**src/hdl/mips_pkg.sv**
```systemverilog
// mips slice shared definitions
package mips_pkg;

	// widths
	localparam int DATA_W   = 32;
	localparam int IDX_W    = 5;
	localparam int N_REGS   = 32;
	localparam int COUNT_W  = 32;
	localparam int APB_AW   = 12;

	typedef logic [DATA_W-1:0]  word_t;
	typedef logic [IDX_W-1:0]   reg_idx_t;
	typedef logic [5:0]         opcode_t;
	typedef logic [5:0]         funct_t;
	typedef logic [4:0]         shamt_t;
	typedef logic [3:0]         alu_op_t;
	typedef logic [APB_AW-1:0]  apb_addr_t;
	typedef logic [COUNT_W-1:0] count_t;

	// primary opcodes
	localparam opcode_t OP_RTYPE = 6'h00;
	localparam opcode_t OP_ADDI  = 6'h08;
	localparam opcode_t OP_SLTI  = 6'h0a;
	localparam opcode_t OP_ANDI  = 6'h0c;
	localparam opcode_t OP_ORI   = 6'h0d;
	localparam opcode_t OP_XORI  = 6'h0e;
	localparam opcode_t OP_LUI   = 6'h0f;

	// r-type function codes
	localparam funct_t FN_SLL = 6'h00;
	localparam funct_t FN_SRL = 6'h02;
	localparam funct_t FN_ADD = 6'h20;
	localparam funct_t FN_SUB = 6'h22;
	localparam funct_t FN_AND = 6'h24;
	localparam funct_t FN_OR  = 6'h25;
	localparam funct_t FN_XOR = 6'h26;
	localparam funct_t FN_NOR = 6'h27;
	localparam funct_t FN_SLT = 6'h2a;

	// internal alu operations, zero is add
	localparam alu_op_t ALU_ADD = 4'd0;
	localparam alu_op_t ALU_SUB = 4'd1;
	localparam alu_op_t ALU_AND = 4'd2;
	localparam alu_op_t ALU_OR  = 4'd3;
	localparam alu_op_t ALU_XOR = 4'd4;
	localparam alu_op_t ALU_NOR = 4'd5;
	localparam alu_op_t ALU_SLT = 4'd6;
	localparam alu_op_t ALU_SLL = 4'd7;
	localparam alu_op_t ALU_SRL = 4'd8;
	localparam alu_op_t ALU_LUI = 4'd9;

	// apb byte address map, register n at 4*n
	localparam apb_addr_t ADDR_REG_BASE = 12'h000;
	localparam apb_addr_t ADDR_INSN     = 12'h080;
	localparam apb_addr_t ADDR_RESULT   = 12'h084;
	localparam apb_addr_t ADDR_RETIRED  = 12'h088;
	localparam apb_addr_t ADDR_BUSY     = 12'h08c;

	// instruction step sequence
	typedef enum logic [1:0] {
		ST_IDLE,
		ST_DECODE,
		ST_EXECUTE,
		ST_DONE
	} step_state_t;

endpackage
```
**src/hdl/mips_core_top.sv**
```systemverilog
// decode and execute slice top
`timescale 1ns/1ps

module mips_core_top
	(
		input  logic                clock,
		input  logic                reset,
		input  logic                psel_i,
		input  logic                penable_i,
		input  logic                pwrite_i,
		input  mips_pkg::apb_addr_t paddr_i,
		input  mips_pkg::word_t     pwdata_i,
		output mips_pkg::word_t     prdata_o,
		output logic                pready_o,
		output logic                pslverr_o
	);

	import mips_pkg::*;

	word_t    insn;
	logic     insn_valid;
	logic     en_pipeline;
	logic     exec_en;
	logic     host_we;
	reg_idx_t host_idx;
	word_t    host_wdata;
	word_t    host_rdata;
	logic     busy_flag;
	count_t   retired_count;
	count_t   busy_count;

	// decoder outputs
	reg_idx_t dec_rs;
	reg_idx_t dec_rt;
	reg_idx_t dec_rd;
	shamt_t   dec_shamt;
	word_t    dec_imm;
	alu_op_t  dec_alu_op;
	logic     dec_use_imm;
	word_t    rf_ra;
	word_t    rf_rb;

	// staged fields
	word_t    st_ra;
	word_t    st_rb;
	word_t    st_imm;
	reg_idx_t st_rd;
	shamt_t   st_shamt;
	alu_op_t  st_alu_op;
	logic     st_use_imm;

	// alu writeback
	word_t    result;
	logic     alu_we;
	reg_idx_t alu_idx;

	// shared write port, host writes only while idle so no overlap
	logic     rf_we;
	reg_idx_t rf_wr_idx;
	word_t    rf_wr_data;

	assign rf_we      = alu_we | host_we;
	assign rf_wr_idx  = alu_we ? alu_idx : host_idx;
	assign rf_wr_data = alu_we ? result : host_wdata;

	step_controller u_ctrl (
		.clock(clock), .reset(reset),
		.psel_i(psel_i), .penable_i(penable_i), .pwrite_i(pwrite_i),
		.paddr_i(paddr_i), .pwdata_i(pwdata_i), .insn_valid_i(insn_valid),
		.reg_rdata_i(host_rdata), .result_i(result),
		.retired_i(retired_count), .busy_i(busy_count),
		.prdata_o(prdata_o), .pready_o(pready_o), .pslverr_o(pslverr_o),
		.insn_o(insn), .en_pipeline_o(en_pipeline), .exec_en_o(exec_en),
		.host_we_o(host_we), .host_idx_o(host_idx), .host_wdata_o(host_wdata),
		.busy_o(busy_flag)
	);

	insn_decoder u_dec (
		.insn_i(insn), .rs_o(dec_rs), .rt_o(dec_rt), .rd_o(dec_rd),
		.shamt_o(dec_shamt), .imm_ext_o(dec_imm), .alu_op_o(dec_alu_op),
		.use_imm_o(dec_use_imm), .valid_o(insn_valid)
	);

	register_file u_rf (
		.clock(clock), .reset(reset),
		.ra_idx_i(dec_rs), .rb_idx_i(dec_rt),
		.wr_en_i(rf_we), .wr_idx_i(rf_wr_idx), .wr_data_i(rf_wr_data),
		.host_idx_i(host_idx),
		.ra_data_o(rf_ra), .rb_data_o(rf_rb), .host_data_o(host_rdata)
	);

	decode_execute_stage u_stage (
		.clock(clock), .reset(reset), .en_pipeline_i(en_pipeline),
		.data_ra_i(rf_ra), .data_rb_i(rf_rb), .imm_ext_i(dec_imm),
		.rd_i(dec_rd), .shamt_i(dec_shamt), .alu_op_i(dec_alu_op),
		.use_imm_i(dec_use_imm),
		.data_ra_o(st_ra), .data_rb_o(st_rb), .imm_ext_o(st_imm),
		.rd_o(st_rd), .shamt_o(st_shamt), .alu_op_o(st_alu_op),
		.use_imm_o(st_use_imm)
	);

	alu_execute u_alu (
		.clock(clock), .reset(reset), .exec_en_i(exec_en),
		.data_ra_i(st_ra), .data_rb_i(st_rb), .imm_ext_i(st_imm),
		.rd_i(st_rd), .shamt_i(st_shamt), .alu_op_i(st_alu_op),
		.use_imm_i(st_use_imm),
		.result_o(result), .wr_en_o(alu_we), .wr_idx_o(alu_idx)
	);

	// retire counts every strobe, register zero included
	perf_counter u_perf (
		.clock(clock), .reset(reset),
		.busy_i(busy_flag), .retire_i(alu_we),
		.retired_o(retired_count), .busy_o(busy_count)
	);

endmodule

```
**src/hdl/perf_counter.sv**
```systemverilog
// retired and busy cycle counters
`timescale 1ns/1ps

module perf_counter
	(
		input  logic             clock,
		input  logic             reset,
		input  logic             busy_i,
		input  logic             retire_i,
		output mips_pkg::count_t retired_o,
		output mips_pkg::count_t busy_o
	);

	// both wrap at full width
	always_ff @(posedge clock)
	begin
		if (reset)
		begin
			retired_o <= '0;
			busy_o    <= '0;
		end
		else
		begin
			if (retire_i)
				retired_o <= retired_o + 1'b1;
			if (busy_i)
				busy_o <= busy_o + 1'b1;
		end
	end

endmodule

```
**src/hdl/alu_execute.sv**
```systemverilog
// execute stage alu
`timescale 1ns/1ps

module alu_execute
	(
		input  logic               clock,
		input  logic               reset,
		input  logic               exec_en_i,
		input  mips_pkg::word_t    data_ra_i,
		input  mips_pkg::word_t    data_rb_i,
		input  mips_pkg::word_t    imm_ext_i,
		input  mips_pkg::reg_idx_t rd_i,
		input  mips_pkg::shamt_t   shamt_i,
		input  mips_pkg::alu_op_t  alu_op_i,
		input  logic               use_imm_i,
		output mips_pkg::word_t    result_o,
		output logic               wr_en_o,
		output mips_pkg::reg_idx_t wr_idx_o
	);

	import mips_pkg::*;

	word_t operand_b;
	word_t alu_value;

	assign operand_b = use_imm_i ? imm_ext_i : data_rb_i;

	// wrapping arithmetic, shifts act on rt
	always_comb
	begin
		case (alu_op_i)
			ALU_ADD: alu_value = data_ra_i + operand_b;
			ALU_SUB: alu_value = data_ra_i - operand_b;
			ALU_AND: alu_value = data_ra_i & operand_b;
			ALU_OR:  alu_value = data_ra_i | operand_b;
			ALU_XOR: alu_value = data_ra_i ^ operand_b;
			ALU_NOR: alu_value = ~(data_ra_i | operand_b);
			ALU_SLT: alu_value = ($signed(data_ra_i) < $signed(operand_b)) ? word_t'(1) : '0;
			ALU_SLL: alu_value = operand_b << shamt_i;
			ALU_SRL: alu_value = operand_b >> shamt_i;
			ALU_LUI: alu_value = {operand_b[15:0], 16'h0000};
			default: alu_value = '0;
		endcase
	end

	// strobe follows the single execute cycle
	always_ff @(posedge clock)
	begin
		if (reset)
		begin
			result_o <= '0;
			wr_en_o  <= 1'b0;
			wr_idx_o <= '0;
		end
		else
		begin
			wr_en_o <= exec_en_i;
			if (exec_en_i)
			begin
				result_o <= alu_value;
				wr_idx_o <= rd_i;
			end
		end
	end

	a_strobe_single: assert property (@(posedge clock) disable iff (reset)
		wr_en_o |=> !wr_en_o);

endmodule

```
**src/hdl/decode_execute_stage.sv**
```systemverilog
// decode to execute pipeline register
`timescale 1ns/1ps

module decode_execute_stage
	(
		input  logic               clock,
		input  logic               reset,
		input  logic               en_pipeline_i,
		input  mips_pkg::word_t    data_ra_i,
		input  mips_pkg::word_t    data_rb_i,
		input  mips_pkg::word_t    imm_ext_i,
		input  mips_pkg::reg_idx_t rd_i,
		input  mips_pkg::shamt_t   shamt_i,
		input  mips_pkg::alu_op_t  alu_op_i,
		input  logic               use_imm_i,
		output mips_pkg::word_t    data_ra_o,
		output mips_pkg::word_t    data_rb_o,
		output mips_pkg::word_t    imm_ext_o,
		output mips_pkg::reg_idx_t rd_o,
		output mips_pkg::shamt_t   shamt_o,
		output mips_pkg::alu_op_t  alu_op_o,
		output logic               use_imm_o
	);

	import mips_pkg::*;

	// operands and control loaded together, held otherwise
	always_ff @(posedge clock)
	begin
		if (reset)
		begin
			data_ra_o <= '0;
			data_rb_o <= '0;
			imm_ext_o <= '0;
			rd_o      <= '0;
			shamt_o   <= '0;
			// add is the zero encoding
			alu_op_o  <= ALU_ADD;
			use_imm_o <= 1'b0;
		end
		else if (en_pipeline_i)
		begin
			data_ra_o <= data_ra_i;
			data_rb_o <= data_rb_i;
			imm_ext_o <= imm_ext_i;
			rd_o      <= rd_i;
			shamt_o   <= shamt_i;
			alu_op_o  <= alu_op_i;
			use_imm_o <= use_imm_i;
		end
	end

endmodule

```
**src/hdl/register_file.sv**
```systemverilog
// general purpose register file
`timescale 1ns/1ps

module register_file
	(
		input  logic               clock,
		input  logic               reset,
		input  mips_pkg::reg_idx_t ra_idx_i,
		input  mips_pkg::reg_idx_t rb_idx_i,
		input  logic               wr_en_i,
		input  mips_pkg::reg_idx_t wr_idx_i,
		input  mips_pkg::word_t    wr_data_i,
		input  mips_pkg::reg_idx_t host_idx_i,
		output mips_pkg::word_t    ra_data_o,
		output mips_pkg::word_t    rb_data_o,
		output mips_pkg::word_t    host_data_o
	);

	import mips_pkg::*;

	word_t regs [N_REGS];

	// async reads, register zero hard wired
	assign ra_data_o   = (ra_idx_i == '0) ? '0 : regs[ra_idx_i];
	assign rb_data_o   = (rb_idx_i == '0) ? '0 : regs[rb_idx_i];
	assign host_data_o = (host_idx_i == '0) ? '0 : regs[host_idx_i];

	// cleared so every register reads zero after reset
	always_ff @(posedge clock)
	begin
		if (reset)
		begin
			for (int i = 0; i < N_REGS; i++)
				regs[i] <= '0;
		end
		else if (wr_en_i && (wr_idx_i != '0))
			regs[wr_idx_i] <= wr_data_i;
	end

endmodule

```
**src/hdl/insn_decoder.sv**
```systemverilog
// instruction field decoder
`timescale 1ns/1ps

module insn_decoder
	(
		input  mips_pkg::word_t    insn_i,
		output mips_pkg::reg_idx_t rs_o,
		output mips_pkg::reg_idx_t rt_o,
		output mips_pkg::reg_idx_t rd_o,
		output mips_pkg::shamt_t   shamt_o,
		output mips_pkg::word_t    imm_ext_o,
		output mips_pkg::alu_op_t  alu_op_o,
		output logic               use_imm_o,
		output logic               valid_o
	);

	import mips_pkg::*;

	opcode_t     opcode;
	funct_t      funct;
	logic [15:0] imm;
	logic        zero_ext;

	// fixed mips field positions
	assign opcode  = insn_i[31:26];
	assign rs_o    = insn_i[25:21];
	assign rt_o    = insn_i[20:16];
	assign shamt_o = insn_i[10:6];
	assign funct   = insn_i[5:0];
	assign imm     = insn_i[15:0];

	// logical immediates are zero extended
	assign imm_ext_o = zero_ext ? {16'h0000, imm} : {{16{imm[15]}}, imm};

	always_comb
	begin
		alu_op_o  = ALU_ADD;
		use_imm_o = 1'b1;
		valid_o   = 1'b1;
		zero_ext  = 1'b0;
		// i-type writes rt
		rd_o      = insn_i[20:16];
		case (opcode)
			OP_RTYPE:
			begin
				use_imm_o = 1'b0;
				rd_o      = insn_i[15:11];
				case (funct)
					FN_ADD:  alu_op_o = ALU_ADD;
					FN_SUB:  alu_op_o = ALU_SUB;
					FN_AND:  alu_op_o = ALU_AND;
					FN_OR:   alu_op_o = ALU_OR;
					FN_XOR:  alu_op_o = ALU_XOR;
					FN_NOR:  alu_op_o = ALU_NOR;
					FN_SLT:  alu_op_o = ALU_SLT;
					FN_SLL:  alu_op_o = ALU_SLL;
					FN_SRL:  alu_op_o = ALU_SRL;
					default: valid_o  = 1'b0;
				endcase
			end
			OP_ADDI: alu_op_o = ALU_ADD;
			OP_SLTI: alu_op_o = ALU_SLT;
			OP_ANDI:
			begin
				alu_op_o = ALU_AND;
				zero_ext = 1'b1;
			end
			OP_ORI:
			begin
				alu_op_o = ALU_OR;
				zero_ext = 1'b1;
			end
			OP_XORI:
			begin
				alu_op_o = ALU_XOR;
				zero_ext = 1'b1;
			end
			OP_LUI:  alu_op_o = ALU_LUI;
			default: valid_o  = 1'b0;
		endcase
	end

endmodule

```
**src/hdl/step_controller.sv**
```systemverilog
// apb slave and step sequencer
`timescale 1ns/1ps

module step_controller
	(
		input  logic               clock,
		input  logic               reset,
		input  logic               psel_i,
		input  logic               penable_i,
		input  logic               pwrite_i,
		input  mips_pkg::apb_addr_t paddr_i,
		input  mips_pkg::word_t    pwdata_i,
		input  logic               insn_valid_i,
		input  mips_pkg::word_t    reg_rdata_i,
		input  mips_pkg::word_t    result_i,
		input  mips_pkg::count_t   retired_i,
		input  mips_pkg::count_t   busy_i,
		output mips_pkg::word_t    prdata_o,
		output logic               pready_o,
		output logic               pslverr_o,
		output mips_pkg::word_t    insn_o,
		output logic               en_pipeline_o,
		output logic               exec_en_o,
		output logic               host_we_o,
		output mips_pkg::reg_idx_t host_idx_o,
		output mips_pkg::word_t    host_wdata_o,
		output logic               busy_o
	);

	import mips_pkg::*;

	step_state_t state;
	word_t       insn_reg;
	logic        access;
	logic        idle;
	logic        reg_hit;
	logic        insn_hit;
	logic        addr_hit;
	logic        start;

	// apb access phase
	assign access   = psel_i & penable_i;
	assign idle     = (state == ST_IDLE);
	// word aligned hits inside the register window
	assign reg_hit  = (paddr_i[11:7] == ADDR_REG_BASE[11:7]) && (paddr_i[1:0] == 2'b00);
	assign insn_hit = (paddr_i == ADDR_INSN);
	assign start    = idle & access & pwrite_i & insn_hit & insn_valid_i;

	// decoder sees live write data while idle
	assign insn_o = idle ? pwdata_i : insn_reg;

	// read mux, unmapped reads return zero
	always_comb
	begin
		prdata_o = '0;
		addr_hit = 1'b1;
		if (reg_hit)
			prdata_o = reg_rdata_i;
		else
		begin
			case (paddr_i)
				ADDR_INSN:    prdata_o = insn_reg;
				ADDR_RESULT:  prdata_o = result_i;
				ADDR_RETIRED: prdata_o = retired_i;
				ADDR_BUSY:    prdata_o = busy_i;
				default:      addr_hit = 1'b0;
			endcase
		end
	end

	// no wait states except for a running step
	assign pready_o  = access & ((idle & ~start) | (state == ST_DONE));
	// bad address, or instruction outside the supported set
	assign pslverr_o = access & idle & (~addr_hit | (pwrite_i & insn_hit & ~insn_valid_i));

	// host register writes only while idle
	assign host_we_o    = access & idle & pwrite_i & reg_hit;
	assign host_idx_o   = paddr_i[6:2];
	assign host_wdata_o = pwdata_i;

	assign en_pipeline_o = (state == ST_DECODE);
	assign exec_en_o     = (state == ST_EXECUTE);
	assign busy_o        = ~idle;

	// fixed four cycle step
	always_ff @(posedge clock)
	begin
		if (reset)
		begin
			state    <= ST_IDLE;
			insn_reg <= '0;
		end
		else
		begin
			case (state)
				ST_IDLE:
				begin
					if (start)
					begin
						insn_reg <= pwdata_i;
						state    <= ST_DECODE;
					end
				end
				ST_DECODE:  state <= ST_EXECUTE;
				ST_EXECUTE: state <= ST_DONE;
				default:    state <= ST_IDLE;
			endcase
		end
	end

	// pipeline load is followed by execute, never overlapping
	a_enable_order: assert property (@(posedge clock) disable iff (reset)
		en_pipeline_o |-> !exec_en_o ##1 (exec_en_o && !en_pipeline_o));

	a_ready_with_sel: assert property (@(posedge clock) disable iff (reset)
		$rose(pready_o) |-> psel_i);

endmodule

```
**config.mk**
```make
export PLATFORM = sky130hd
export DESIGN_NAME = mips_core_top
export DESIGN_NICKNAME = d
export VERILOG_FILES = /design/src/hdl/mips_pkg.sv /design/src/hdl/mips_core_top.sv /design/src/hdl/perf_counter.sv /design/src/hdl/alu_execute.sv /design/src/hdl/decode_execute_stage.sv /design/src/hdl/register_file.sv /design/src/hdl/insn_decoder.sv /design/src/hdl/step_controller.sv
export SDC_FILE = /design/constraint.sdc
export NUM_CORES = 2
export LEC_CHECK = 0
export BUFFER_PORTS_ARGS = -buffer_cell sky130_fd_sc_hd__buf_2
export CAP_MARGIN = 25
export CORE_UTILIZATION = 45
export DETAILED_ROUTE_END_ITERATION = 7
export PLACE_DENSITY = 0.65
export SLEW_MARGIN = 10
export SYNTH_ARGS = -nofsm -noshare
export SYNTH_HDL_FRONTEND = slang
export SYNTH_HIERARCHICAL = 1
export SYNTH_SLANG_ARGS = --single-unit
```
**constraint.sdc**
```tcl
create_clock -name clock -period 9.5 [get_ports clock]
set_input_delay 1.9 -clock clock [delete_from_list [all_inputs] [get_ports clock]]
set_output_delay 1.9 -clock clock [all_outputs]
set_load 0.01 [all_outputs]
```
==> impl_metrics.py <==
metrics = {
    "clock_tree": {
        "clockBufferDepth": 3,
        "root_buffer": "clkbuf_16",
        "h-tree-depth": 4,
        "clkSinkCount": 1271,
        "clk_pin_slew_worst_paths_ns": 0.06,
        "cts_tree": "built",
        "cts_hold_buf": 0,
        "cts_buffers": 147,
        "postCtsSetupBuffers": 0,
        "cts_resized": 0,
        "clk-insertion-delay-late_ns": 0.82,
    },
    "final_layout": {
        "largest_register_ffs": 1024,
        "fill_cells": 16440,
        "nNetsFinal": 6963,
        "drive_above_1_share_pct": 22.13,
        "area_delta_synth_final_pct": 7.890,
        "multi_input_area_um2": 46000,
        "largest_register": "u_rf/regs",
        "seqCellArea_um2": 35710,
    },
    "die": {
        "core_area_um2": 188600,
        "ioPinCount": 83,
        "rows": 159,
        "die_w_um": 438.5,
        "die-area_um2": 192300,
        "start_util_pct": 45.46,
        "die_y_um": 438.5,
    },
    "timing": {
        "timing.fmax_mhz": 122.2,
        "slew_headroom_pct": 16.25,
        "skew_ns": 0.02673,
        "rsz0062_at_grt": "false",
        "tns_ns": 0,
        "period_share_pct": 86.14,
        "setup_viol": 0,
        "holdWs_ns": 0.4963,
        "drv_slew": 0,
        "hold_violations": 0,
        "worstMarginPinSlew_ns": 1.249,
        "period_minus_slack_ns": 8.183,
    },
    "placement": {
        "place.gp.congestion": 1.082,
        "port_buffers": 82,
        "hpwl_um": 238300,
    },
    "setup_path": {
        "reg2reg_depth": 14,
        "worstSetupPathType": "input pin to primary output",
        "worst_ep_required_time_ns": 7.60,
        "r2r_setup_slack_ns": 3.60,
        "worstReg2RegEnd": "u_alu/result_o[28]$_SDFFE_PP0P_",
        "worstPathArrival_ns": 6.28,
        "cp-start-kind": "input pin",
        "cp_max_fo": 26,
        "r2r-start": "u_stage/use_imm_o$_SDFFE_PP0P_",
        "worst_setup_path_end_kind": "primary output",
    },
    "power_and_ir_drop": {
        "clock_power_share_pct": 41.7,
        "power_leakage_nw": 32.86,
        "p_per_area_nw_per_um2": 149.9,
        "swShare_pct": 26.77,
        "p_int_mw": 10.16,
        "sequentialPowerShare_pct": 45.6,
        "p_sw_mw": 3.713,
        "ir_drop_mv": 0.2085,
        "combPwrFrac_pct": 12.7,
    },
    "drt": {
        "routedWlPerCell_um": 37.82,
        "viasPerCell": 7.147,
        "wirelength_um": 356500,
        "drtAntennaViolNets": 0,
        "drc": 28,
        "drt_iter0_drc": 11650,
        "first_pass_iters": 8,
        "vias": 67380,
    },
    "global_routing": {
        "grt_usage_pct": 36.24,
        "grt_pass1_vias": 63660,
        "grt_max_degree": 128,
        "grt_pass1_wl_um": 493700,
        "antenna_found_initial": 28,
        "overflow": 0,
    },
    "synthesis": {
        "synth_area_um2": 85740,
        "synth_top_area_cell": "edfxtp_1",
        "synth_most_common_cell": "edfxtp_1",
        "ys.flop_type": "edfxtp_1",
        "synthTopCellsByArea": "edfxtp_1 36%, mux4_2 18%, and2_1 7.5%, mux2i_1 6.5%, dfxtp_1 5.8%",
        "yosys_warnings": 6,
        "ys_seq_area_share_pct": 41.63,
        "avgSynthCellArea_um2": 12.05,
        "synth_top_cell_area_share_pct": 35.86,
        "ys_ff_latch": 1271,
        "syn_inst": 7115,
        "ys_top_cells_by_count": "1024 x edfxtp_1, 1023 x and2_1, 694 x mux4_2, 556 x mux2i_1, 446 x clkbuf_1",
        "synth.distinct_cells": 109,
        "synth_enable_flop_cells": 1024,
        "synth-async-reset-ratio_pct": 0,
    },
    "outcome": {
        "violations": "design-rule violations",
        "status": "finished, violations left",
    },
    "min_path": {
        "holdPathStages": 2,
        "hold_class": "flop to flop",
        "min_from": "u_perf/busy_o[27]$_SDFFE_PP0P_",
        "worstHoldEndpoint": "u_perf/busy_o[27]$_SDFFE_PP0P_",
    },
    "flow_run": {
        "cap_violations": 0,
    },
}
layout make-up:
cell class | count | share of cell area, %
Sequential cell | 1271 | 38.60
Tap cell | 2495 | 3.375
Multi-Input combinational cell | 4939 | 49.73
Clock inverter | 88 | 0.9292
Timing Repair Buffer | 304 | 2.517
Antenna cell | 9 | 0.02435
Clock buffer | 178 | 4.239
Inverter | 144 | 0.5843
cells in the final DEF, fill, tap and decap left out, types with 83 or more instances in the layout:
master,Yosys,routed
inv_1,127,127
a211oi_1,91,91
edfxtp_1,1024,1024
nor2_1,379,345
ha_1,105,102
mux2i_1,556,552
mux2_2,152,146
clkbuf_16,0,152
nand2_1,214,213
buf_4,140,195
nand3_1,91,91
dfxtp_1,247,241
o21ai_0,85,85
o22ai_1,83,83
mux4_2,694,694
a22oi_1,86,86
and2_1,1023,1021
a21oi_1,273,273
worst max-delay path, cell delays in order:
cell,delay (ns)
buf_2,0.69
or3_2,0.90
o221ai_1,0.26
a211oi_1,1.06
nor3_1,0.31
buf_4,0.27
a222oi_1,0.39
o2bb2ai_1,0.22
buf_2,0.22
logic make-up (layout without fill, tap and decap cells):
| family | Yosys count | after routing | share of synthesized area, % |
|---|---|---|---|
| simple gates | 2108 | 2108 | 13.70 |
| flops | 1271 | 1271 | 41.63 |
| other cells | 1 | 41 | 0.004374 |
| buf+inv | 936 | 714 | 5.335 |
| xor+xnor | 33 | 33 | 0.3371 |
| compound gates | 1201 | 1201 | 9.851 |
| fa+ha+maj | 107 | 107 | 1.579 |
| mux | 1458 | 1458 | 27.56 |
per-stage QoR:
stage | cells | utilization, % | setup slack, ns | power (mW) | area [um^2]
finish | 9428 | 49.05 | 1.317 | 13.87 | 92510
detailed placement | 9143 | 46.47 | 1.743 | 8.112 | 87630
global route | 9422 | 49.04 | 1.536 | 14.12 | 92490
global placement | 9136 | 46.43 | 1.622 | 8.085 | 87560
floorplan | 7146 | - | 3.541 | 7.458 | 85860
CTS | 9409 | 49.00 | 1.725 | 13.80 | 92410
metal layers:
metal | wire [um] | up-vias | track usage (%)
li1 | - | 26750 | -
met5 | 119 | - | 0
met4 | 25320 | 18 | 21.81
met1 | 126200 | 33810 | 45.36
met3 | 48960 | 1174 | 11.47
met2 | 156000 | 5630 | 54.79
power by group through the flow:
stage / clock network [mW] / registers (mW) / logic [mW]
global placement: 0 / 6.42 / 1.67
CTS: 5.80 / 6.31 / 1.69
global route: 5.99 / 6.34 / 1.78
detailed placement: 0 / 6.43 / 1.68
floorplan: 0 / 6.37 / 1.09
finish: 5.78 / 6.32 / 1.77
worst max path at each step:
stage               startpoint      endpoint  slack [ns]  depth (start not counted)
CTS                 paddr_i[5]  prdata_o[11]        1.72                          9
global placement    paddr_i[5]   prdata_o[2]        1.62                          9
global route        paddr_i[3]  prdata_o[17]        1.54                          9
finish              paddr_i[5]  prdata_o[11]        1.32                          9
floorplan           paddr_i[2]  prdata_o[11]        3.54                         12
detailed placement  paddr_i[5]  prdata_o[11]        1.74                          9
Note: power is estimated with default switching activity, not from simulation.
